### src/hw/busPkg.sv
package busPkg;

    typedef logic [31:0] cpuWord;
    typedef logic [31:0] cpuAddress;

    // Command byte in the top of a data address
    typedef enum logic [7:0] {
        none          = 8'd0,
        writeLeds1    = 8'd1,
        writeLeds2    = 8'd2,
        writeLeds3    = 8'd3,
        writeLeds4    = 8'd4,
        writeFrame0   = 8'd5,
        writeFrame1   = 8'd6,
        toggleDisplay = 8'd7,
        loadButtons   = 8'd8
    } specialCommand;

    // Address fields, all one byte wide
    localparam int fieldBits  = 8;
    localparam int commandLsb = 24;
    localparam int yLsb       = 8;
    localparam int xLsb       = 0;

    // Shown on the LEDs until the program image is loaded
    localparam logic [7:0] ledPattern = 8'b10101010;

    localparam int buttonCount = 7;

endpackage

### src/hw/buttonCapture.sv
module buttonCapture
    import busPkg::*;
#(
    parameter int holdCycles = 16
) (
    input  logic                   CPUClock,
    input  logic                   reset,
    input  logic [buttonCount-1:0] buttonsIn,
    output logic [buttonCount-1:0] buttons
);

    localparam int timerBits = $clog2(holdCycles + 1);

    logic [timerBits-1:0] holdTimer [buttonCount];

    always_ff @(posedge CPUClock) begin
        for (int i = 0; i < buttonCount; i++) begin
            if (reset) begin
                holdTimer[i] <= '0;
                buttons[i]   <= 1'b0;
            end else if (holdTimer[i] == '0) begin
                // Idle timer, a press starts a new hold
                if (buttonsIn[i]) begin
                    buttons[i]   <= 1'b1;
                    holdTimer[i] <= timerBits'(holdCycles);
                end
            end else begin
                holdTimer[i] <= holdTimer[i] - 1'b1;
                if (holdTimer[i] == timerBits'(1)) begin
                    buttons[i] <= 1'b0;
                end
            end
        end
    end

endmodule

### config.mk
export PLATFORM = sky130hd
export DESIGN_NAME = buttonCapture
export DESIGN_NICKNAME = d
export VERILOG_FILES = /design/src/hw/busPkg.sv /design/src/hw/buttonCapture.sv
export SDC_FILE = /design/constraint.sdc
export NUM_CORES = 1
export LEC_CHECK = 0
export BUFFER_PORTS_ARGS = -buffer_cell sky130_fd_sc_hd__buf_4
export CORE_ASPECT_RATIO = 0.75
export CORE_MARGIN = 2
export CORE_UTILIZATION = 64
export CTS_CLUSTER_DIAMETER = 120
export DETAILED_ROUTE_END_ITERATION = 8
export PLACE_DENSITY = 0.95
export SLEW_MARGIN = 5
export SYNTH_ARGS = -nofsm -noshare
export SYNTH_HDL_FRONTEND = slang
export SYNTH_SLANG_ARGS = --single-unit
### constraint.sdc
create_clock -name CPUClock -period 3.9 [get_ports CPUClock]
set_input_delay 1.17 -clock CPUClock [delete_from_list [all_inputs] [get_ports CPUClock]]
set_output_delay 1.17 -clock CPUClock [all_outputs]
set_load 0.01 [all_outputs]
# Word level (Yosys, flattened, before mapping)
# Memories as Yosys holds them, arrays and structs flattened.
# Index checks and enable logic that the tools add are counted.
# Widths: inputs -> output; s select.
[word_totals] regBits=7 out_inout_bits=7 mem_count=1 ramBits=35 elab_cells=150
[memory_table] name="holdTimer" depth=7 width=5 read_ports=7 rd_ports_with_merged_regs=0 wr=7 line_no="buttonCapture.sv:14" source="logic [timerBits-1:0] holdTimer [buttonCount];"
[op_classes] muxes=86 reduce_logical=21 n_bitwise=14 eq_ne=14 n_addsub=7
[ops] operator="$mux 1" count=72
[ops] operator="$mux 5" count=14
[ops] operator="$eq 5x1->1 const B" count=7
[ops] operator="$logic_not 5->1" count=7
[ops] operator="$sub 5x1->5 const B" count=7
[ops] operator="$ne 2x2->1 const B" count=7
[ops] operator="$or 1x1->1" count=14
[ops] operator="$reduce_and 2->1" count=7
[ops] operator="$reduce_bool 2->1" count=7

# Longest topological paths before layout
[depth] word_depth=6 mapped_depth=5 depth_no_buf=5

# Worst setup path after synthesis
# OpenSTA, ideal clock, no wires.
[synth_timing] path_kind="input port to flip-flop" start="in reset" end="mem holdTimer[0][0] (netlist bit) (enable)" path_slack_ps=1730 setup_time_ps=318 cell_stages=4 t_arrival_ps=1852 path_cell_list="buf_2 buf_1 nor2_1 nand3_1"
[synth_lines] item="start: declaration" line_no="buttonCapture.sv:7" source="input logic reset,"
[synth_lines] item="end: declaration" line_no="buttonCapture.sv:14"

# Final worst setup path
[layout_timing] start="reg buttons[5]" end="out buttons[5]"
[layout_lines] item="start: declaration" line_no="buttonCapture.sv:9" source="output logic [buttonCount-1:0] buttons"
[layout_lines] item="start signal: indexed assignment" line_no="buttonCapture.sv:20" source="buttons[i] <= 1'b0;"
[layout_lines] item="start signal: indexed assignment" line_no="buttonCapture.sv:24" source="buttons[i] <= 1'b1;"
[layout_lines] item="start signal: indexed assignment" line_no="buttonCapture.sv:30" source="buttons[i] <= 1'b0;"
# No word-level cell between the ends.

==> impl_metrics.json <==
{
  "status": "finished, final reports clean",
  "gp_congestion": 0.805,
  "post-route-period-util_pct": 50.7,
  "antenna-diode-count": 0,
  "ctsLongestPathBuffers": 2,
  "ctsHtreeMaxLevel": 2,
  "setup_tns_ns": 0,
  "layout_setup_ws_ns": 1.92,
  "clkLatencyLatePin_ns": 0.31,
  "synth_area_leader_cell": "edfxtp_1",
  "cp.required_ns": 2.73,
  "ant_nets": 0,
  "skew_ns": 0.00617,
  "critPathCaptureType": "output pin",
  "synth_area_leaders": "edfxtp_1 47%, nor2_1 7.9%, ha_1 7.9%",
  "fillers": 226,
  "intPower_w": 0.00132,
  "die_area_mm2": 0.00397,
  "num_vias": 1543,
  "remaining_drc_errors": 0,
  "hold_path_class": "reg2reg",
  "power_switching_w": 0.000789,
  "clockRootBuffer": "clkbuf_8",
  "worstSetupPathType": "reg2out",
  "r2r_slack_ns": 2.14,
  "grt_first_pass_wirelength_mm": 6.33,
  "dieWidth_um": 72.1,
  "cp.arrival_ns": 0.81,
  "ios": 16,
  "reg2reg_depth": 5,
  "fmax_mhz": 506,
  "endpoint": "buttons[5]",
  "synthCells": 211,
  "post-dp-hpwl_mm": 2.97,
  "crit_path_start_kind": "flop",
  "r2r_start": "holdTimer[6][0]",
  "cp.depth": 1,
  "cp_slowest_cell": "dfxtp_1",
  "gr-total-overflow": 0,
  "seq_power_share_pct": 43.0,
  "fin_crit_ns": 1.98,
  "seq_area_frac_synth_pct": 53.5,
  "wirelength_mm": 4.00,
  "path_cells": "buf_4",
  "grt_max_degree": 29,
  "initial_core_util_pct": 67.3,
  "cp_slowest_stage_delay_ns": 0.37,
  "synth_nets": 234,
  "first_pass_iters": 5,
  "wire_per_inst_um": 14.8,
  "combPwrFrac_pct": 40.4,
  "nNetsFinal": 253,
  "row_count": 18,
  "path_clk_slew_ns": 0.08,
  "drive_gt1_share_pct": 10.8,
  "io_buffers": 15,
  "worst_slew_pin_slew_ns": 0.423,
  "drt-initial-drc-count": 82,
  "cts_setup_buffers": 0,
  "cts_inserted_buffers": 5,
  "setup_violations": 0,
  "maxCapViolations": 0,
  "pwr-share-clk_pct": 16.6,
  "rsz0062_at_grt": "false",
  "cp_num_buf_inv": 1,
  "final_hold_viol_count": 0,
  "cts_sinks": 42,
  "vdd_drop_max_uv": 518,
  "pre_cts_ws_ns": 1.84,
  "crit_path_start": "buttons[5]",
  "via_per_inst": 5.69,
  "synth_seq_cells": 42,
  "crit_family": "flip-flops",
  "fin_util_pct": 75.3,
  "slew_violations": 0,
  "p_leak_nw": 1.05,
  "dieHeight_um": 55.1,
  "finalPower_w": 0.00211,
  "core_mm2": 0.00331,
  "ys_warn_count": 0,
  "holdBufCountCts": 0,
  "netSwitchingFraction_pct": 37.4,
  "synth_top_area_share_pct": 47.2,
  "area_growth_syn_to_layout_pct": 11.8,
  "grt_antenna_before_repair": 0,
  "synth_area_mm2": 0.00223,
  "r2r-end": "holdTimer[6][3]",
  "cts_tree": "done",
  "grt_pass1_vias": 1451,
  "grt_usage_pct": 22.5,
  "powerDensity_mw_per_mm2": 847,
  "ctsResizeCount": 0,
  "syn_area_per_cell_um2": 10.6,
  "synth_cell_types": 22,
  "max_slew_margin_pct": 71.6,
  "path_max_fanout": 3
}
registers in the layout (all words and copies together) (netlist names):
signal     cells
buttons        7
holdTimer     35
routing by layer:
| metal | wire length (um) | global-route usage, % |
|---|---|---|
| met1 | 1740 | 26.3 |
| met2 | 1850 | 37.6 |
| met3 | 295 | 7.79 |
| met4 | 111 | 12.3 |
| met5 | 0 | 0 |
kinds of logic (layout without fill, tap and decap cells):
logic type	Yosys count	after routing	synth area share (%)
compound gates	16	16	4.49
mux	6	6	2.70
flops	42	42	53.5
xor+xnor	14	14	5.50
simple gates	95	95	21.9
buf+inv	24	44	4.10
fa+ha+maj	14	14	7.86
how the worst min path moves through the flow:
stage	cells past startpoint	from	to
after global routing	2	buttons[1]	buttons[1]
final	2	buttons[2]	buttons[2]
after global placement	2	buttons[6]	buttons[6]
after detailed placement	2	buttons[2]	buttons[2]
after floorplan	2	buttons[0]	buttons[0]
after CTS	2	buttons[2]	buttons[2]
final cells by class:
cell class                      count  area [um2]  area share (%)
Timing Repair Buffer               15         113            4.52
Clock buffer                        5        68.8            2.76
Multi-Input combinational cell    145         946            38.0
Tap cell                           40        50.0            2.01
Inverter                           21        78.8            3.16
Clock inverter                      3        45.0            1.81
Sequential cell                    42        1190            47.8
power by group through the flow:
| stage | Combinational (W) | Sequential, W | Clock [W] |
|---|---|---|---|
| 6_report | 0.000854 | 0.000907 | 0.000350 |
| 5_1_grt | 0.000964 | 0.000934 | 0.000365 |
| 4_1_cts | 0.000857 | 0.000903 | 0.000349 |
| 3_5_place_dp | 0.000843 | 0.000912 | 0 |
| 3_3_place_gp | 0.000795 | 0.000899 | 0 |
| 2_1_floorplan | 0.000640 | 0.000883 | 0 |
placed cells by master (no fill, tap or decap):
master      synthesis  layout
and3b_1             6       6
dfxtp_1             7       7
a21oi_1             8       8
nor3_1             13      13
nor2b_1             6       6
a21o_1              6       6
a211oi_1            1       1
nor2_1             47      47
or2_2               1       1
nand2_1             2       2
clkbuf_8            0       5
xnor2_1            14      14
clkinvlp_4          0       2
o31ai_1             1       1
nor3b_1             6       6
bufinv_16           0       1
inv_1              21      21
nor4b_4             1       1
mux2i_1             6       6
edfxtp_1           35      35
ha_1               14      14
buf_4               0      15
nor4_1              7       7
nand3_1             6       6
stage by stage:
| stage | std cells | instance area, um2 | hold slack (ns) |
|---|---|---|---|
| 3_3_place_gp | 263 | 2380 | 0.495 |
| 4_1_cts | 271 | 2490 | 0.522 |
| 6_report | 271 | 2490 | 0.516 |
| 3_5_place_dp | 263 | 2380 | 0.511 |
| 5_1_grt | 271 | 2490 | 0.542 |
| 2_1_floorplan | 211 | 2230 | 0.522 |
synthesized netlist by cell type:
| cell | instances |
|---|---|
| a211oi_1 | 1 |
| a21o_1 | 6 |
| a21oi_1 | 8 |
| and3b_1 | 6 |
| buf_1 | 2 |
| buf_2 | 1 |
| dfxtp_1 | 7 |
| edfxtp_1 | 35 |
| ha_1 | 14 |
| inv_1 | 21 |
| mux2i_1 | 6 |
| nand2_1 | 2 |
| nand3_1 | 6 |
| nor2_1 | 47 |
| nor2b_1 | 6 |
| nor3_1 | 13 |
| nor3b_1 | 6 |
| nor4_1 | 7 |
| nor4b_4 | 1 |
| o31ai_1 | 1 |
| or2_2 | 1 |
| xnor2_1 | 14 |
(Power assumes the default switching activity.)
