--- config.mk ---
export PLATFORM = sky130hd
export DESIGN_NAME = busRouter
export DESIGN_NICKNAME = d
export VERILOG_FILES = /design/src/hw/busPkg.sv /design/src/hw/busRouter.sv
export SDC_FILE = /design/constraint.sdc
export NUM_CORES = 1
export LEC_CHECK = 0
export BUFFER_PORTS_ARGS = -buffer_cell sky130_fd_sc_hd__buf_4
export CAP_MARGIN = 25
export CORE_AREA = 10 10 108 110
export DETAILED_ROUTE_END_ITERATION = 8
export DIE_AREA = 0 0 118 120
export HOLD_SLACK_MARGIN = 0.06
export MAX_ROUTING_LAYER = met4
export SLEW_MARGIN = 20
export SYNTH_ARGS = -nofsm -noshare
export SYNTH_HDL_FRONTEND = slang
export SYNTH_SLANG_ARGS = --single-unit
export TNS_END_PERCENT = 5
--- constraint.sdc ---
create_clock -name CPUClock -period 1.3 [get_ports CPUClock]
set_clock_uncertainty 0.15 [all_clocks]
set_input_delay 0.065 -clock CPUClock [delete_from_list [all_inputs] [get_ports CPUClock]]
set_output_delay 0.065 -clock CPUClock [all_outputs]
set_load 0.05 [all_outputs]
--- src/hw/busPkg.sv ---
package busPkg;

    typedef logic [31:0] cpuWord;
    typedef logic [31:0] cpuAddress;

    // Command byte in the top of a data address
    typedef enum logic [7:0] {
        none          = 8'd0,
        writeLeds1    = 8'd1,
        writeLeds2    = 8'd2,
        writeLeds3    = 8'd3,
        writeLeds4    = 8'd4,
        writeFrame0   = 8'd5,
        writeFrame1   = 8'd6,
        toggleDisplay = 8'd7,
        loadButtons   = 8'd8
    } specialCommand;

    // Address fields, all one byte wide
    localparam int fieldBits  = 8;
    localparam int commandLsb = 24;
    localparam int yLsb       = 8;
    localparam int xLsb       = 0;

    // Shown on the LEDs until the program image is loaded
    localparam logic [7:0] ledPattern = 8'b10101010;

    localparam int buttonCount = 7;

endpackage

--- src/hw/busRouter.sv ---
module busRouter
    import busPkg::*;
(
    input  logic              CPUClock,
    input  logic              reset,
    input  logic              booted,
    input  logic              cpuRead,
    input  logic              cpuWrite,
    input  busPkg::cpuAddress cpuAddress,
    input  cpuWord            cpuWriteData,
    output cpuWord            cpuReadData,
    output logic              cpuDone,
    input  logic              loadWrite,
    input  busPkg::cpuAddress loadAddress,
    input  cpuWord            loadData,
    output logic              memRead,
    output logic              memWrite,
    output busPkg::cpuAddress memAddress,
    output cpuWord            memWriteData,
    input  cpuWord            memReadData,
    input  logic              memDone,
    output logic              specialWrite,
    output logic              specialRead,
    input  cpuWord            ioReadData
);

    specialCommand command;
    logic          accept;
    logic          ramRead;
    logic          ramWrite;
    logic          ramPending;
    logic          specialDone;

    assign command = specialCommand'(cpuAddress[commandLsb +: fieldBits]);

    // Nothing is served before boot, and a request is dropped while its done is up
    assign accept       = booted && !cpuDone;
    assign ramRead      = accept && cpuRead && (command == none);
    assign ramWrite     = accept && cpuWrite && (command == none);
    assign specialRead  = accept && cpuRead && (command != none);
    assign specialWrite = accept && cpuWrite && (command != none);

    // RAM belongs to the loader until boot ends
    always_comb begin
        if (!booted) begin
            memRead      = 1'b0;
            memWrite     = loadWrite;
            memAddress   = loadAddress;
            memWriteData = loadData;
        end else begin
            memRead      = ramRead;
            memWrite     = ramWrite;
            memAddress   = cpuAddress;
            memWriteData = cpuWriteData;
        end
    end

    always_ff @(posedge CPUClock) begin
        if (reset) begin
            ramPending  <= 1'b0;
            specialDone <= 1'b0;
        end else begin
            ramPending  <= ramRead || ramWrite;
            specialDone <= specialRead || specialWrite;
        end
    end

    // Loader writes also raise memDone, hence the pending flag
    assign cpuDone     = (ramPending && memDone) || specialDone;
    assign cpuReadData = specialDone ? ioReadData : memReadData;

    assert property (@(posedge CPUClock) disable iff (reset) !(cpuRead && cpuWrite));

endmodule

Word-level counts from Yosys, hierarchy flattened
Index checks and enable logic that the tools add are counted.

Flip-flop bits (word level): 2. Input port bits: 199.

Muxes and demuxes: 5. Reductions and logical operators: 14.

Operators by type and width (number): 32-bit two-way mux (3); 1-bit logical AND (8); 8-bit zero test (1); 8-bit nonzero test (1); 1-bit logical OR (3); 1-bit two-way mux (2); 1-bit zero test (1).

Depth between registers and ports, before layout
Word-level depth: 7. Depth in mapped cells: 5.

Worst setup path after synthesis
No wires, ideal clock.

Path type: reg2out. From: reg specialDone. To: out memRead. Data arrival time: 1697 ps. Required time: 1085 ps. Setup slack: -612 ps. Stages on the path, launching flop included: 5. Path buffers: 1. Cell sequence: dfxtp_1 -> buf_2 -> a21oi_4 -> nand2_4 -> nor3_1.

Longest elaborated chain between the ends: 6.

RTL lines: start, declared (line busRouter.sv:32) `logic specialDone;`; start signal, assigned (line busRouter.sv:64) `specialDone <= specialRead || specialWrite;`; 1-bit logical OR (line busRouter.sv:69) `assign cpuDone = (ramPending && memDone) || specialDone;`; 1-bit zero test (line busRouter.sv:37) `assign accept = booted && !cpuDone;`; 1-bit logical AND (line busRouter.sv:37); 1-bit logical AND (2 in series) (line busRouter.sv:38) `assign ramRead = accept && cpuRead && (command == none);`; 1-bit two-way mux (line busRouter.sv:45) `if (!booted) begin`; end, declared (line busRouter.sv:16) `output logic memRead,`.

No other way between the ends.

Final worst setup path
From: reg specialDone. To: out cpuReadData[15].

Longest elaborated chain between the ends: 1.

RTL lines: 32-bit two-way mux (line busRouter.sv:70) `assign cpuReadData = specialDone ? ioReadData : memReadData;`; end, declared (line busRouter.sv:11) `output cpuWord cpuReadData,`.

No other way between the ends.

==> impl_metrics.py <==
metrics = {
    "synthesis": {
        "syn_avg_cell_area_sq_um": 11.0,
        "synth_top_flop_cell": "dfxtp_1",
        "synth_cell_type_count": 20,
        "ys_seq_elements": 2,
        "yosysWarnings": 0,
        "ys_seq_area_frac": 0.0286,
        "ys_async_sr_fraction": 0,
        "synthCells": 127,
        "synth_most_common_cell": "mux2_2",
        "yosys.area.top_type": "mux2_2",
        "synth_edf_count": 0,
        "synth_nets": 326,
        "netlist_area_sq_um": 1400,
        "synth_area_leaders": "mux2_2 (64%), mux2_4 (18%), dfxtp_1 (2.9%)",
        "synth_commonest_cells": "mux2_2 (79), mux2_4 (17), buf_2 (5), buf_4 (3), inv_1 (3)",
        "yosys.area.top_type_share": 0.635,
    },
    "clocking": {
        "clk_path_buf_depth": 2,
        "clkSlewWorstSetupHoldPaths_ns": 0.03,
        "cts_buffers": 3,
        "ctsHoldBuffers": 1,
        "clock_sinks": 2,
        "clk_latency_ns": 0.21,
        "htree_num_levels": 1,
        "ctsRootBufferMaster": "clkbuf_8",
        "cts_tree": "yes",
    },
    "power": {
        "clockPowerShare": 0.094,
        "p_int_w": 0.00129,
        "p_sw_w": 0.00129,
        "power_w": 0.00258,
        "combinationalPowerShare": 0.879,
        "peakVddDrop_v": 0.000337,
        "pwr-share-seq": 0.026,
        "leakage_nw": 2.11,
        "power.density_nw_per_um2": 629,
        "p_sw_frac": 0.501,
    },
    "die": {
        "io_pins": 300,
        "placementRows": 36,
        "die_area_sq_um": 14200,
        "dieWidth_microns": 118,
        "die_h_microns": 120,
        "coreArea_sq_um": 9550,
        "start_util": 0.147,
    },
    "timing": {
        "hold_violations": 0,
        "final.setup.tns_ns": -6.55,
        "finalCriticalPeriod_ns": 1.51,
        "grt_setup_unrepaired": "yes",
        "clock.fmax_mhz": 663,
        "timing.final.crit_share": 1.16,
        "setup_violations": 36,
        "layout_setup_ws_ns": -0.207,
        "worstMarginPinSlew_ns": 0.313,
        "slew_headroom": 0.789,
        "slew_violations": 0,
    },
    "worst_setup_path": {
        "critPathKind": "reg -> out",
        "path_cells": "buf_12 > mux2_2 > buf_6",
        "r2r_end": "specialDone",
        "path_delay_family": "flip-flops",
        "worstRegToRegCells": 3,
        "r2r-start": "specialDone",
        "critical_path_arrival_ns": 1.29,
        "crit_path_max_fanout": 16,
        "max_stage_delay_ns": 0.39,
        "endpoint": "cpuReadData[15]",
        "cp_num_buf_inv": 2,
        "cp-start-kind": "flop",
        "worstSetupStartpoint": "specialDone",
        "end_kind": "primary output",
        "required_ns": 1.09,
        "crit_slowest_cell": "dfxtp_4",
        "crit_cells": 3,
        "ff2ff_setup_slack_ns": 0.23,
    },
    "status": {
        "failed_checks": "negative setup slack",
        "status": "finished, violations left",
    },
    "drt": {
        "drtAntennaViolNets": 0,
        "via_per_inst": 4.02,
        "firstDrtPassIters": 3,
        "drc": 0,
        "wl_per_cell_microns": 18.4,
        "vias": 2245,
        "drt-initial-drc-count": 86,
        "routed_wl_microns": 10300,
    },
    "place": {
        "place_area_sq_um": 3820,
        "dp_cells": 553,
        "gp_congestion": 0.756,
        "io_buffers": 299,
        "hpwl_microns": 9200,
    },
    "grt": {
        "grt_util_all_layers": 0.133,
        "grt_pass1_vias": 2624,
        "grt.overflow.total": 0,
        "grt_start_max_net_pins": 24,
        "antenna_found_initial": 0,
        "grt_pass1_wl_microns": 14500,
    },
    "cells_and_area": {
        "syn_to_final_growth_pct": 193,
        "drive_above_1_share": 0.976,
        "antenna_cells": 0,
        "final_nets": 626,
        "fillers": 937,
        "final_area_sq_um": 4100,
        "instances_no_fill": 558,
    },
    "job": {
        "maxCapViolCount": 0,
    },
    "min_path": {
        "hold_path_class": "in -> reg",
    },
}
worst reg2reg max path: stages (launching register included):
cell and delay (ns):
dfxtp_4 0.37, a21oi_4 0.19, nand2_4 0.09, nor3b_1 0.20
sequential cells by signal, indices dropped and copies added, names as in the netlist:
register / count
ramPending: 1
specialDone: 1
kinds of logic after synthesis:
group / count (synthesis) / share of synthesized area
muxes: 96 / 0.818
buffers and inverters: 15 / 0.0831
and+or+nand+nor: 11 / 0.0491
AOI/OAI and AO/OA: 3 / 0.0215
DFF: 2 / 0.0286
layout make-up:
cell class,count,area [sq um],area share
Timing Repair Buffer,307,2520,0.615
Multi-Input combinational cell,110,1310,0.321
Tap cell,133,166,0.0406
Clock buffer,3,41.3,0.0101
Inverter,3,11.3,0.00275
Sequential cell,2,43.8,0.0107
through the flow:
step | util | setup WS [ns] | hold slack [ns]
final | 0.429 | -0.207 | 0.0345
after global routing | 0.429 | -0.239 | 0.0386
after CTS | 0.426 | -0.224 | 0.0340
after detailed placement | 0.400 | -0.345 | 0.215
after global placement | 0.400 | -0.267 | 0.210
after floorplan | - | -0.105 | 0.108
cell usage in the layout, fill, tap and decap left out, types with 2 or more instances in the layout:
| cell | netlist | final |
|---|---|---|
| buf_8 | 1 | 2 |
| buf_6 | 2 | 34 |
| and3_4 | 0 | 2 |
| buf_4 | 3 | 265 |
| mux2_4 | 17 | 23 |
| inv_1 | 3 | 3 |
| mux2_2 | 79 | 73 |
| clkbuf_8 | 0 | 3 |
| buf_12 | 1 | 4 |
worst min path at each step:
stage	to	from	depth (start not counted)	slack, ns
finish	specialDone	memDone	4	0.03
global route	specialDone	memDone	4	0.04
CTS	specialDone	memDone	4	0.03
global placement	ramPending	reset	3	0.21
detailed placement	ramPending	reset	3	0.22
floorplan	ramPending	reset	2	0.11
layer usage:
metal | share of wire | up-vias | GRT usage | wire (microns)
met5 | 0 | - | - | 0
met4 | 0.012 | 0 | 0.0363 | 125
met3 | 0.089 | 6 | 0.0478 | 916
met2 | 0.53 | 175 | 0.251 | 5470
met1 | 0.37 | 990 | 0.126 | 3750
li1 | - | 1074 | - | -
repair_timing:
action                     in CTS  in global routing
pin swaps                       2                  2
gates resized for setup        45                  8
hold endpoints to repair        2                  2
buffers inserted                0                  0
setup endpoints to repair      36                 36
gates cloned                    1                  0
power groups by stage:
stage | registers (W) | logic [W] | clock network [W]
5_1_grt | 0.0000683 | 0.00236 | 0.000261
3_5_place_dp | 0.0000671 | 0.00217 | 0
2_1_floorplan | 0.0000646 | 0.00129 | 0
4_1_cts | 0.0000682 | 0.00227 | 0.000251
3_3_place_gp | 0.0000671 | 0.00216 | 0
6_report | 0.0000679 | 0.00227 | 0.000243
No activity file was read; power rests on OpenSTA's default activity.
