## config.mk

```make
export PLATFORM = sky130hd
export DESIGN_NAME = bootLoader
export DESIGN_NICKNAME = d
export VERILOG_FILES = /design/src/hw/busPkg.sv /design/src/hw/bootLoader.sv
export SDC_FILE = /design/constraint.sdc
export NUM_CORES = 1
export LEC_CHECK = 0
export BUFFER_PORTS_ARGS = -buffer_cell sky130_fd_sc_hd__buf_4
export CAP_MARGIN = 10
export CORE_ASPECT_RATIO = 1.1
export CORE_MARGIN = 8
export CORE_UTILIZATION = 50
export CTS_BUF_LIST = sky130_fd_sc_hd__clkbuf_2 sky130_fd_sc_hd__clkbuf_4 sky130_fd_sc_hd__clkbuf_8
export DETAILED_ROUTE_END_ITERATION = 6
export PLACE_DENSITY = 0.82
export SETUP_SLACK_MARGIN = 0.3
export SKIP_CTS_REPAIR_TIMING = 1
export SLEW_MARGIN = 10
export SYNTH_ARGS = -nofsm -noshare
export SYNTH_HDL_FRONTEND = slang
export SYNTH_SLANG_ARGS = --single-unit
```

## constraint.sdc

```tcl
create_clock -name CPUClock -period 9.1 [get_ports CPUClock]
set_clock_uncertainty 0.05 [all_clocks]
set_input_delay 0.91 -clock CPUClock [delete_from_list [all_inputs] [get_ports CPUClock]]
set_output_delay 0.91 -clock CPUClock [all_outputs]
set_load 0.03 [all_outputs]
```

## src/hw/busPkg.sv

```systemverilog
package busPkg;

    typedef logic [31:0] cpuWord;
    typedef logic [31:0] cpuAddress;

    // Command byte in the top of a data address
    typedef enum logic [7:0] {
        none          = 8'd0,
        writeLeds1    = 8'd1,
        writeLeds2    = 8'd2,
        writeLeds3    = 8'd3,
        writeLeds4    = 8'd4,
        writeFrame0   = 8'd5,
        writeFrame1   = 8'd6,
        toggleDisplay = 8'd7,
        loadButtons   = 8'd8
    } specialCommand;

    // Address fields, all one byte wide
    localparam int fieldBits  = 8;
    localparam int commandLsb = 24;
    localparam int yLsb       = 8;
    localparam int xLsb       = 0;

    // Shown on the LEDs until the program image is loaded
    localparam logic [7:0] ledPattern = 8'b10101010;

    localparam int buttonCount = 7;

endpackage

```

## src/hw/bootLoader.sv

```systemverilog
module bootLoader
    import busPkg::*;
#(
    parameter int gapCycles = 4
) (
    input  logic      CPUClock,
    input  logic      reset,
    input  logic      sdBusy,
    input  cpuWord    sdData,
    output logic      sdRead,
    output cpuAddress sdAddress,
    output logic      loadWrite,
    output cpuAddress loadAddress,
    output cpuWord    loadData,
    output logic      booted
);

    localparam int gapBits = $clog2(gapCycles + 2);

    typedef enum logic [2:0] {
        fetchLength,
        waitLength,
        fetchWord,
        waitWord,
        done
    } loaderState;

    loaderState         state;
    logic [gapBits-1:0] gapCount;
    cpuWord             remaining;
    logic               wordReady;

    // Busy rises the cycle after the request, so skip the request cycle itself
    assign wordReady = !sdRead && !sdBusy;

    //////////////////////////////
    // Loader FSM
    //////////////////////////////
    always_ff @(posedge CPUClock) begin
        if (reset) begin
            state     <= fetchLength;
            gapCount  <= '0;
            remaining <= '0;
            sdRead    <= 1'b0;
            sdAddress <= '0;
            loadWrite <= 1'b0;
            booted    <= 1'b0;
        end else begin
            sdRead    <= 1'b0;
            loadWrite <= 1'b0;
            case (state)
                fetchLength, fetchWord: begin
                    if (gapCount != '0) begin
                        gapCount <= gapCount - 1'b1;
                    end else begin
                        sdRead <= 1'b1;
                        state  <= (state == fetchLength) ? waitLength : waitWord;
                    end
                end
                waitLength: begin
                    if (wordReady) begin
                        gapCount  <= gapBits'(gapCycles);
                        remaining <= sdData;
                        sdAddress <= cpuAddress'(1);
                        // Empty image, nothing to copy
                        state     <= (sdData == '0) ? done : fetchWord;
                    end
                end
                waitWord: begin
                    if (wordReady) begin
                        gapCount  <= gapBits'(gapCycles);
                        sdAddress <= sdAddress + 1'b1;
                        remaining <= remaining - 1'b1;
                        loadWrite <= 1'b1;
                        state     <= (remaining == cpuWord'(1)) ? done : fetchWord;
                    end
                end
                done: begin
                    // Last RAM write is under way in this cycle
                    booted <= 1'b1;
                end
                default: begin
                    state <= fetchLength;
                end
            endcase
        end
    end

    // SD word 1 lands in RAM word 0
    always_ff @(posedge CPUClock) begin
        if (state == waitWord && wordReady) begin
            loadAddress <= sdAddress - 1'b1;
            loadData    <= sdData;
        end
    end

    assert property (@(posedge CPUClock) disable iff (reset) booted |-> !loadWrite);

endmodule

```

Yosys cells after proc, flatten, opt, wreduce, memory -nomap -nowiden. Cells that the tools add are included.

Input port bits: 35. Bits in registers: 137.

Bitwise operators: 3. Multiplexer cells: 18. Eq/ne operators: 10. Reductions and logical operators: 16. $add $sub $neg: 4.

Operators with widths (number): two-way mux 32 bit (4); one-hot mux 32 bit (2 select lines) (2); subtractor 32 x 1 -> 32 bit (second input constant) (2); adder 32 x 1 -> 32 bit (second input constant) (1); equality test 32 x 1 -> 1 bit (second input constant) (1); zero test 32 bit (1); two-way mux 3 bit (7); one-hot mux 3 bit (4 select lines) (1); != test 2 bit (second input constant) (4); OR reduction 2 bit (4); equality test 3 x 2 -> 1 bit (second input constant) (2); one-hot mux 3 bit (2 select lines) (1); AND reduction 3 bit (2); AND reduction 4 bit (1); nonzero test 2 bit (2); equality test 3 x 1 -> 1 bit (second input constant) (1); equality test 3 bit (second input constant) (1); zero test 3 bit (1); NOT 1 bit (3); nonzero test 3 bit (1); subtractor 3 x 1 -> 3 bit (second input constant) (1); logical AND 1 bit (2); zero test 1 bit (2); two-way mux 1 bit (2); other kinds (2) (2).

Logic depth before layout (Yosys ltp). Gate-level depths: netlist of run 1.

Depth in word-level cells: 4. Mapped depth: 8. Gate-level depth less buffers: 7.

Worst setup path after synthesis of run 1. OpenSTA, ideal clock, no wires.

Path kind: input port to flip-flop. Start: input sdBusy. End: register remaining[28]. Data arrival time: 3243 ps. Slack: 5722 ps. Path buffers: 0. Required time: 8964 ps. Stages on the path: 5. Path through: nor4b_1 -> nand2_1 -> clkinv_1 -> and4_1 -> a211oi_1.

Longest elaborated chain between the ends: 4. Elaborated cells between the ends (all ways): 5.

RTL lines: start, declared (line bootLoader.sv:8) `input logic sdBusy,`; zero test 1 bit (*) (line bootLoader.sv:34) `assign wordReady = !sdRead && !sdBusy;`; logical AND 1 bit (*) (line bootLoader.sv:34); != test 2 bit (no line); AND reduction 3 bit (no line) (*); end signal, assigned (line bootLoader.sv:63) `remaining <= sdData;`; end signal, assigned (line bootLoader.sv:73) `remaining <= remaining - 1'b1;`; end, declared (line bootLoader.sv:30) `cpuWord remaining;`.

Every way passes the cells marked *; elsewhere a longest branch is shown, timed or not. A chain may end at the register's enable or synchronous reset.

Final worst setup path of run 1.
Start: input sdBusy. End: register remaining[15].

Same word-level chain as after synthesis.

==> results.ini, run 1 <==
[setup_path]
worstPathArrival_ns = 3.30
crit_path_end_kind = register
crit_top_cell = buf_4
worstPathBufferInverterCount = 4
crit_required_ns = 9.40
crit_type = in2reg
cp_cell_sequence = buf_4 > nor4b_2 > buf_4 > nand2_1 > inv_2 > buf_4 > nand2_1 > o221a_2
crit_slowest_cell = inv_2
path_delay_family = buffers and inverters
crit_path_max_fanout = 37
critPathLaunchType = input pin
max_stage_delay_ns = 0.65

[route]
drc = 0
dr.pass1.iters = 5
vias = 5694
wirelength_um = 17400
wire_per_inst_um = 18.5
vias_per_cell = 6.07
drt-initial-drc-count = 634
antenna_left = 0

[grt]
grtUsageTotal = 0.206
grt_pass1_wl_um = 28200
grt_pass1_vias = 5542
grt_max_degree = 38
grt_antenna_before_repair = 0
grt_overflow = 0

[die]
rows = 43
die_y_um = 136
die_w_um = 125
core-area_um2 = 12700
initial_utilization = 0.514
boundaryPins = 134
die_area_um2 = 17000

[placement]
dp.cells = 906
hpwl_um = 12400
globalplace.congestion = 0.888
dp_slack_ns = 5.63
numPortBuffers = 133

[synthesis]
avgSynthCellArea_um2 = 9.90
synth_warnings = 0
ys_seq_area_frac = 0.519
syn_inst = 659
syn_nets = 700
yosysTopAreaCell = edfxtp_1
synthArstFlopShare = 0
syn_area_um2 = 6530
netlist.area_leader.share = 0.295
ys_types = 66
synth_seq_cells = 137
synthTopCellsByArea = edfxtp_1 (29%), dfxtp_1 (22%), xor2_1 (5.4%)
synth-edff-count = 64
ys.flop_type = dfxtp_1

[timing]
drv_slew = 0
setup_ws_ns = 6.10
fin_setup_tns_ns = 0
setup-violations-final = 0
rsz0062_at_grt = false
worst_pin_slew_ns = 1.07
fmax_mhz = 333
maxSlewHeadroom = 0.287
hold_viol_final = 0
finalWorstPathRequiredPeriod_ns = 3.00
finalCritPeriodShare = 0.330

[pwr]
power_mw = 1.83
p_per_area_nw_per_um2 = 229
p_leak_nw = 3.13
ir_worst_vdd_mv = 0.173

[cells_and_area]
n_antenna_cell = 0
synthToLayoutAreaGrowth_pct = 22.6
drive_gt1_frac = 0.251
nets = 809
finalNonFillerCells = 938

[run_status]
outcome = completed

[hold_path]
min_path_type = reg2reg

[clock_tree]
cts.sinks = 137
cts_buffer_depth = 2
root_buffer = clkbuf_8
cts_buffers = 17
clk_pin_slew_ns = 0.08
ctsHtreeMaxLevel = 4
cts_tree = yes
worstSkewPairLatency_ns = 0.45

[job]
drv_cap = 0

path summary, 6_finish.rpt:
kind                            startpoint  cells after the start            end  slack (ns)
worst min-delay path                booted                      2         booted        0.43
worst max-delay path                sdBusy                      8  remaining[15]        6.10
worst min register to register      booted                      2         booted        0.43
worst max register to register    state[1]                      5  remaining[13]        6.18
kinds of logic (layout without fill, tap and decap cells):
logic type                 Yosys count  count (layout)  synth area share
AOI/OAI and AO/OA                  117             117             0.126
xor gates and xnor gates            53              53            0.0711
adders and majority gates            6               6            0.0115
buffers and inverters               64             186            0.0395
DFF                                137             137             0.519
muxes                                3               3           0.00499
and+or+nand+nor                    279             279             0.228
report_power, final:
| group | internal (mW) | total [mW] | switching [mW] |
|---|---|---|---|
| Combinational | 0.184 | 0.533 | 0.348 |
| Clock | 0.281 | 0.535 | 0.254 |
| Sequential | 0.703 | 0.760 | 0.0571 |
cell usage after synthesis, types with 5 or more instances:
library cell	count
edfxtp_1	64
o31ai_1	6
o21ai_0	31
nor2_1	87
o221ai_1	5
nand4_1	17
buf_2	8
or3_1	10
o2bb2ai_1	6
clkbuf_1	31
xor2_1	40
nor4_1	26
nor3_1	28
a21oi_1	19
nand2_1	36
o221a_2	5
ha_1	6
inv_1	16
and3_1	8
nand3_1	25
xnor2_1	13
dfxtp_1	73
buf_1	7
or4_1	9
stage by stage:
step	area (um^2)	utilization	hold WS, ns
2_1_floorplan	6530	-	0.383
3_3_place_gp	7570	0.596	0.398
3_5_place_dp	7570	0.596	0.409
4_1_cts	8000	0.630	0.437
5_1_grt	8000	0.630	0.456
6_report	8000	0.630	0.433
layer usage:
layer  wire (um)  GRT usage  vias to the layer above
li1            -          -                     2669
met1        6990      0.238                     2732
met2        8810      0.360                      258
met3        1250     0.0533                       35
met4         307     0.0833                        0
met5           0          0                        -
flip-flops by register name (all words and copies together) (netlist names):
register	count
loadAddress	32
loadData	32
remaining	32
sdAddress	32
gapCount	3
state	3
booted	1
loadWrite	1
sdRead	1
worst register-to-register path, cell delays in order (launching register included):
cell     delay (ns)
dfxtp_1        0.75
buf_4          0.37
inv_1          0.20
nor3b_2        0.88
o21ai_0        0.20
a221o_1        0.36
placed cells by master (no fill, tap or decap), types with 8 or more instances in the layout:
cell	n
nand3_1	25
or3_1	10
nand2_1	36
nor2_1	87
xnor2_1	13
edfxtp_1	64
nand4_1	17
clkbuf_8	17
and3_1	8
o21ai_0	31
nor3_1	28
or4_1	9
inv_1	16
buf_4	137
dfxtp_1	73
a21oi_1	19
nor4_1	25
xor2_1	40
area by class of cell:
cell class	instances	area, um^2
tap	157	196
inverter	17	63.8
clock buffer	18	241
multi-input combinational	458	2900
clock inverter	14	185
sequential	137	3380
fill	1040	4700
timing repair buffer	137	1030
Note: power is estimated with default switching activity, not from simulation.
==> inputs of run 2 (changes only) <==
PLACE_DENSITY = 0.85   (was 0.82)
clock period = 2.6 ns   (was 9.1 ns; I/O delays follow)
==> results.ini, run 2 (same netlist as run 1, synthesis figures left out) <==
[clock_tree]
cts_buffer_depth = 2
worstSkewPairLatency_ns = 0.45
cts_buffers = 17
root_buffer = clkbuf_8
clk_pin_slew_ns = 0.08
cts.sinks = 137
ctsHtreeMaxLevel = 4
cts_tree = yes

[route]
antenna_left = 0
dr.pass1.iters = 5
vias_per_cell = 6.13
drt-initial-drc-count = 708
wire_per_inst_um = 19.2
drc = 0
wirelength_um = 19100
vias = 6101

[placement]
dp.cells = 927
hpwl_um = 13200
dpl-instance-area_um2 = 7830
globalplace.congestion = 0.956
numPortBuffers = 133

[timing]
worst_pin_slew_ns = 0.692
hold_viol_final = 0
finalCritPeriodShare = 0.883
setup-violations-final = 0
hold_ws_ns = 0.134
drv_slew = 0
finalWorstPathRequiredPeriod_ns = 2.30
fin_setup_tns_ns = 0
maxSlewHeadroom = 0.535
fmax_mhz = 436
rsz0062_at_grt = true

[die]
core-area_um2 = 12700
die_area_um2 = 17000
rows = 43
initial_utilization = 0.514
boundaryPins = 134
die_y_um = 136
die_w_um = 125

[pwr]
p_per_area_nw_per_um2 = 764
ir_worst_vdd_mv = 0.573
power_mw = 6.59
p_leak_nw = 3.41

[setup_path]
crit_required_ns = 2.75
cp_cell_sequence = or4_4 > or4_4 > nand2b_4 > nor3_2 > xor2_1
critPathLaunchType = register
worstPathArrival_ns = 2.45
crit_path_end_kind = register
crit_type = reg2reg
reg2reg_slack_ns = 0.30
max_stage_delay_ns = 0.58
crit_top_cell = or4_4
crit_slowest_cell = or4_4
crit_path_max_fanout = 6

[grt]
grt_overflow = 0
grt_pass1_vias = 5733
grt_pass1_wl_um = 29300
grtUsageTotal = 0.213
grt_antenna_before_repair = 0
grt_max_degree = 35

[cells_and_area]
drive_gt1_frac = 0.290
layout_commonest_cell = buf_4
final_area_um2 = 8630
synthToLayoutAreaGrowth_pct = 32.2
nets = 866
layout_common_cells = buf_4 (159), nor2_1 (87), edfxtp_1 (64)
finalNonFillerCells = 996

[run_status]
outcome = completed

[job]
drv_cap = 0

[hold_path]
min_path_type = in2reg

==> run 2: routing by layer <==
metal,vias up,part of all wire,wire length [um],global-route usage
li1,2778,-,-,-
met1,2952,0.40,7620,0.252
met2,325,0.50,9520,0.356
met3,46,0.077,1480,0.0650
met4,0,0.027,508,0.0934
met5,-,0,0,0
==> run 2: through the flow <==
stage | util | setup slack [ns]
after floorplan | - | 0.268
after global placement | 0.616 | 0.295
after detailed placement | 0.616 | 0.225
after CTS | 0.646 | 0.200
after global routing | 0.679 | 0.251
final | 0.679 | 0.304
==> run 2: final cells by class <==
| type | count | area, um^2 |
|---|---|---|
| well taps | 157 | 196 |
| fillers | 955 | 4070 |
| clock buffers | 19 | 249 |
| repair buffers | 194 | 1570 |
| clock inverters | 13 | 130 |
| diodes | 1 | 2.50 |
| inverters | 17 | 65.1 |
| flip-flops and latches | 137 | 3410 |
| multi-input cells | 458 | 3000 |
==> run 2: final timing paths <==
| kind | startpoint | endpoint | cells past startpoint |
|---|---|---|---|
| setup / recovery | sdAddress[3] | loadAddress[31] | 5 |
| hold / removal | reset | booted | 2 |
| setup reg to reg | sdAddress[3] | loadAddress[31] | 5 |
| hold reg to reg | remaining[21] | remaining[21] | 1 |
==> run 2: power by group <==
group | internal [mW] | switching (mW) | leakage (nW) | total (mW)
clock | 0.862 | 0.833 | 0.187 | 1.69
combinational | 0.896 | 1.35 | 2.06 | 2.25
sequential | 2.46 | 0.184 | 1.16 | 2.64
==> run 2: worst max-delay path, delay by kind of cell, from the launching register on <==
family,cells,cell delay (ns)
AND/OR/NAND/NOR,4,1.57
flip-flops,1,0.35
XOR/XNOR,1,0.09
==> inputs of run 3 (changes only) <==
MAX_ROUTING_LAYER = met4   (was not set)
==> results.ini, run 3 (same netlist as run 1, synthesis figures left out) <==
[route]
wire_per_inst_um = 19.6
dr.pass1.iters = 6
antenna_left = 0
routed.top_layer = met4
wirelength_um = 19500
wl_met3_um = 1360
drt-initial-drc-count = 603
vias = 6069
wl_met1_um = 8110
vias_per_cell = 6.09
drc = 0
wl_met2_um = 9650

[cells_and_area]
fill_cells = 944
nets = 866
layout_common_cells = buf_4 (159), nor2_1 (86), dfxtp_1 (64), edfxtp_1 (64), xor2_1 (39)
layout_commonest_cell = buf_4
drive_gt1_frac = 0.292
finalNonFillerCells = 996
synthToLayoutAreaGrowth_pct = 32.7

[die]
die_y_um = 136
initial_utilization = 0.514
rows = 43
die_w_um = 125
die_area_um2 = 17000
core-area_um2 = 12700
boundaryPins = 134

[clock_tree]
cts_tree = yes
worstSkewPairLatency_ns = 0.46
cts.sinks = 137
root_buffer = clkbuf_8
cts_buffers = 17
clk_pin_slew_ns = 0.09
ctsHtreeMaxLevel = 4
cts_buffer_depth = 2

[hold_path]
min_path_type = in2reg

[timing]
finalCritPeriodShare = 0.907
setup_ws_ns = 0.243
fin_setup_tns_ns = 0
rsz0062_at_grt = true
hold_viol_final = 0
worst_pin_slew_ns = 0.735
maxSlewHeadroom = 0.508
fmax_mhz = 424
finalWorstPathRequiredPeriod_ns = 2.36
drv_slew = 0
setup-violations-final = 0

[grt]
grtUsageTotal = 0.219
grt_antenna_before_repair = 1
grt_overflow = 0
grt_pass1_wl_um = 29100
grt_pass1_vias = 5725
grt_max_degree = 35

[pwr]
p_per_area_nw_per_um2 = 765
power_mw = 6.62
ir_worst_vdd_mv = 0.574
p_leak_nw = 3.43

[setup_path]
crit_slowest_cell = or4_4
crit_top_cell = or4_4
cp_cell_sequence = or4_4 > or4_4 > nand2b_4 > nor4_4 > xor2_1
crit_type = reg2reg
path_delay_family = simple AND/OR/NAND/NOR gates
crit_required_ns = 2.75
max_stage_delay_ns = 0.61
critPathLaunchType = register
crit_path_end_kind = register
worstPathBufferInverterCount = 0
crit_path_max_fanout = 6
worstPathArrival_ns = 2.51

[placement]
globalplace.congestion = 0.910
numPortBuffers = 133
dp_slack_ns = 0.254
hpwl_um = 13100
dp.cells = 929

[job]
drv_cap = 0

[run_status]
outcome = completed

==> run 3: changes by cell type in the layout (fill, tap and decap cells not counted), moves of 2 or more <==
cell | before | now
clkbuf_4 | 2 | 0
dfxtp_2 | 6 | 3
clkinv_1 | 4 | 0
nor4_1 | 19 | 21
nor3_2 | 4 | 1
clkinv_4 | 4 | 6
nor3_4 | 0 | 3
nor4_2 | 7 | 5
dfxtp_1 | 62 | 64
inv_6 | 0 | 3
==> run 3: per-stage QoR <==
| stage | area [um^2] | hold slack, ns | util |
|---|---|---|---|
| 3_3_place_gp | 7840 | 0.402 | 0.618 |
| 2_1_floorplan | 6620 | 0.309 | - |
| 6_report | 8660 | 0.110 | 0.682 |
| 3_5_place_dp | 7840 | 0.402 | 0.618 |
| 5_1_grt | 8660 | 0.105 | 0.682 |
| 4_1_cts | 8230 | -0.0812 | 0.648 |
==> run 3: path summary, 6_finish.rpt <==
| check | to | depth (start not counted) | startpoint | slack, ns |
|---|---|---|---|---|
| max | loadAddress[25] | 5 | sdAddress[0] | 0.24 |
| min | gapCount[2] | 3 | sdBusy | 0.11 |
| max reg2reg | loadAddress[25] | 5 | sdAddress[0] | 0.24 |
| min reg2reg | remaining[8] | 2 | remaining[8] | 0.42 |
==> run 3: where the power goes <==
group          switching [mW]  total, mW  internal [mW]  leakage (nW)
clock network           0.915       1.72          0.801         0.192
registers               0.184       2.64           2.46          1.16
logic                    1.38       2.27          0.890          2.07
==> run 3: cell type report <==
cell class | instances | area [um^2] | share of cell area
diodes | 1 | 2.50 | 0.000289
multi-input cells | 458 | 3020 | 0.349
clock inverters | 14 | 140 | 0.0162
repair buffers | 194 | 1570 | 0.182
inverters | 17 | 65.1 | 0.00751
flip-flops and latches | 137 | 3410 | 0.394
clock buffers | 18 | 248 | 0.0286
well taps | 157 | 196 | 0.0227
==> run 3: layer usage <==
metal  vias up  global-route usage
li1       2784                   -
met1      2937               0.252
met2       305               0.359
met3        43              0.0631
met4         0              0.0826
met5         -                   -
==> run 3: worst reg2reg max path: cells and delay by family (launching register included) <==
| kind | cells | cell delay [ns] |
|---|---|---|
| simple gates | 4 | 1.61 |
| flops | 1 | 0.36 |
| xor+xnor | 1 | 0.09 |
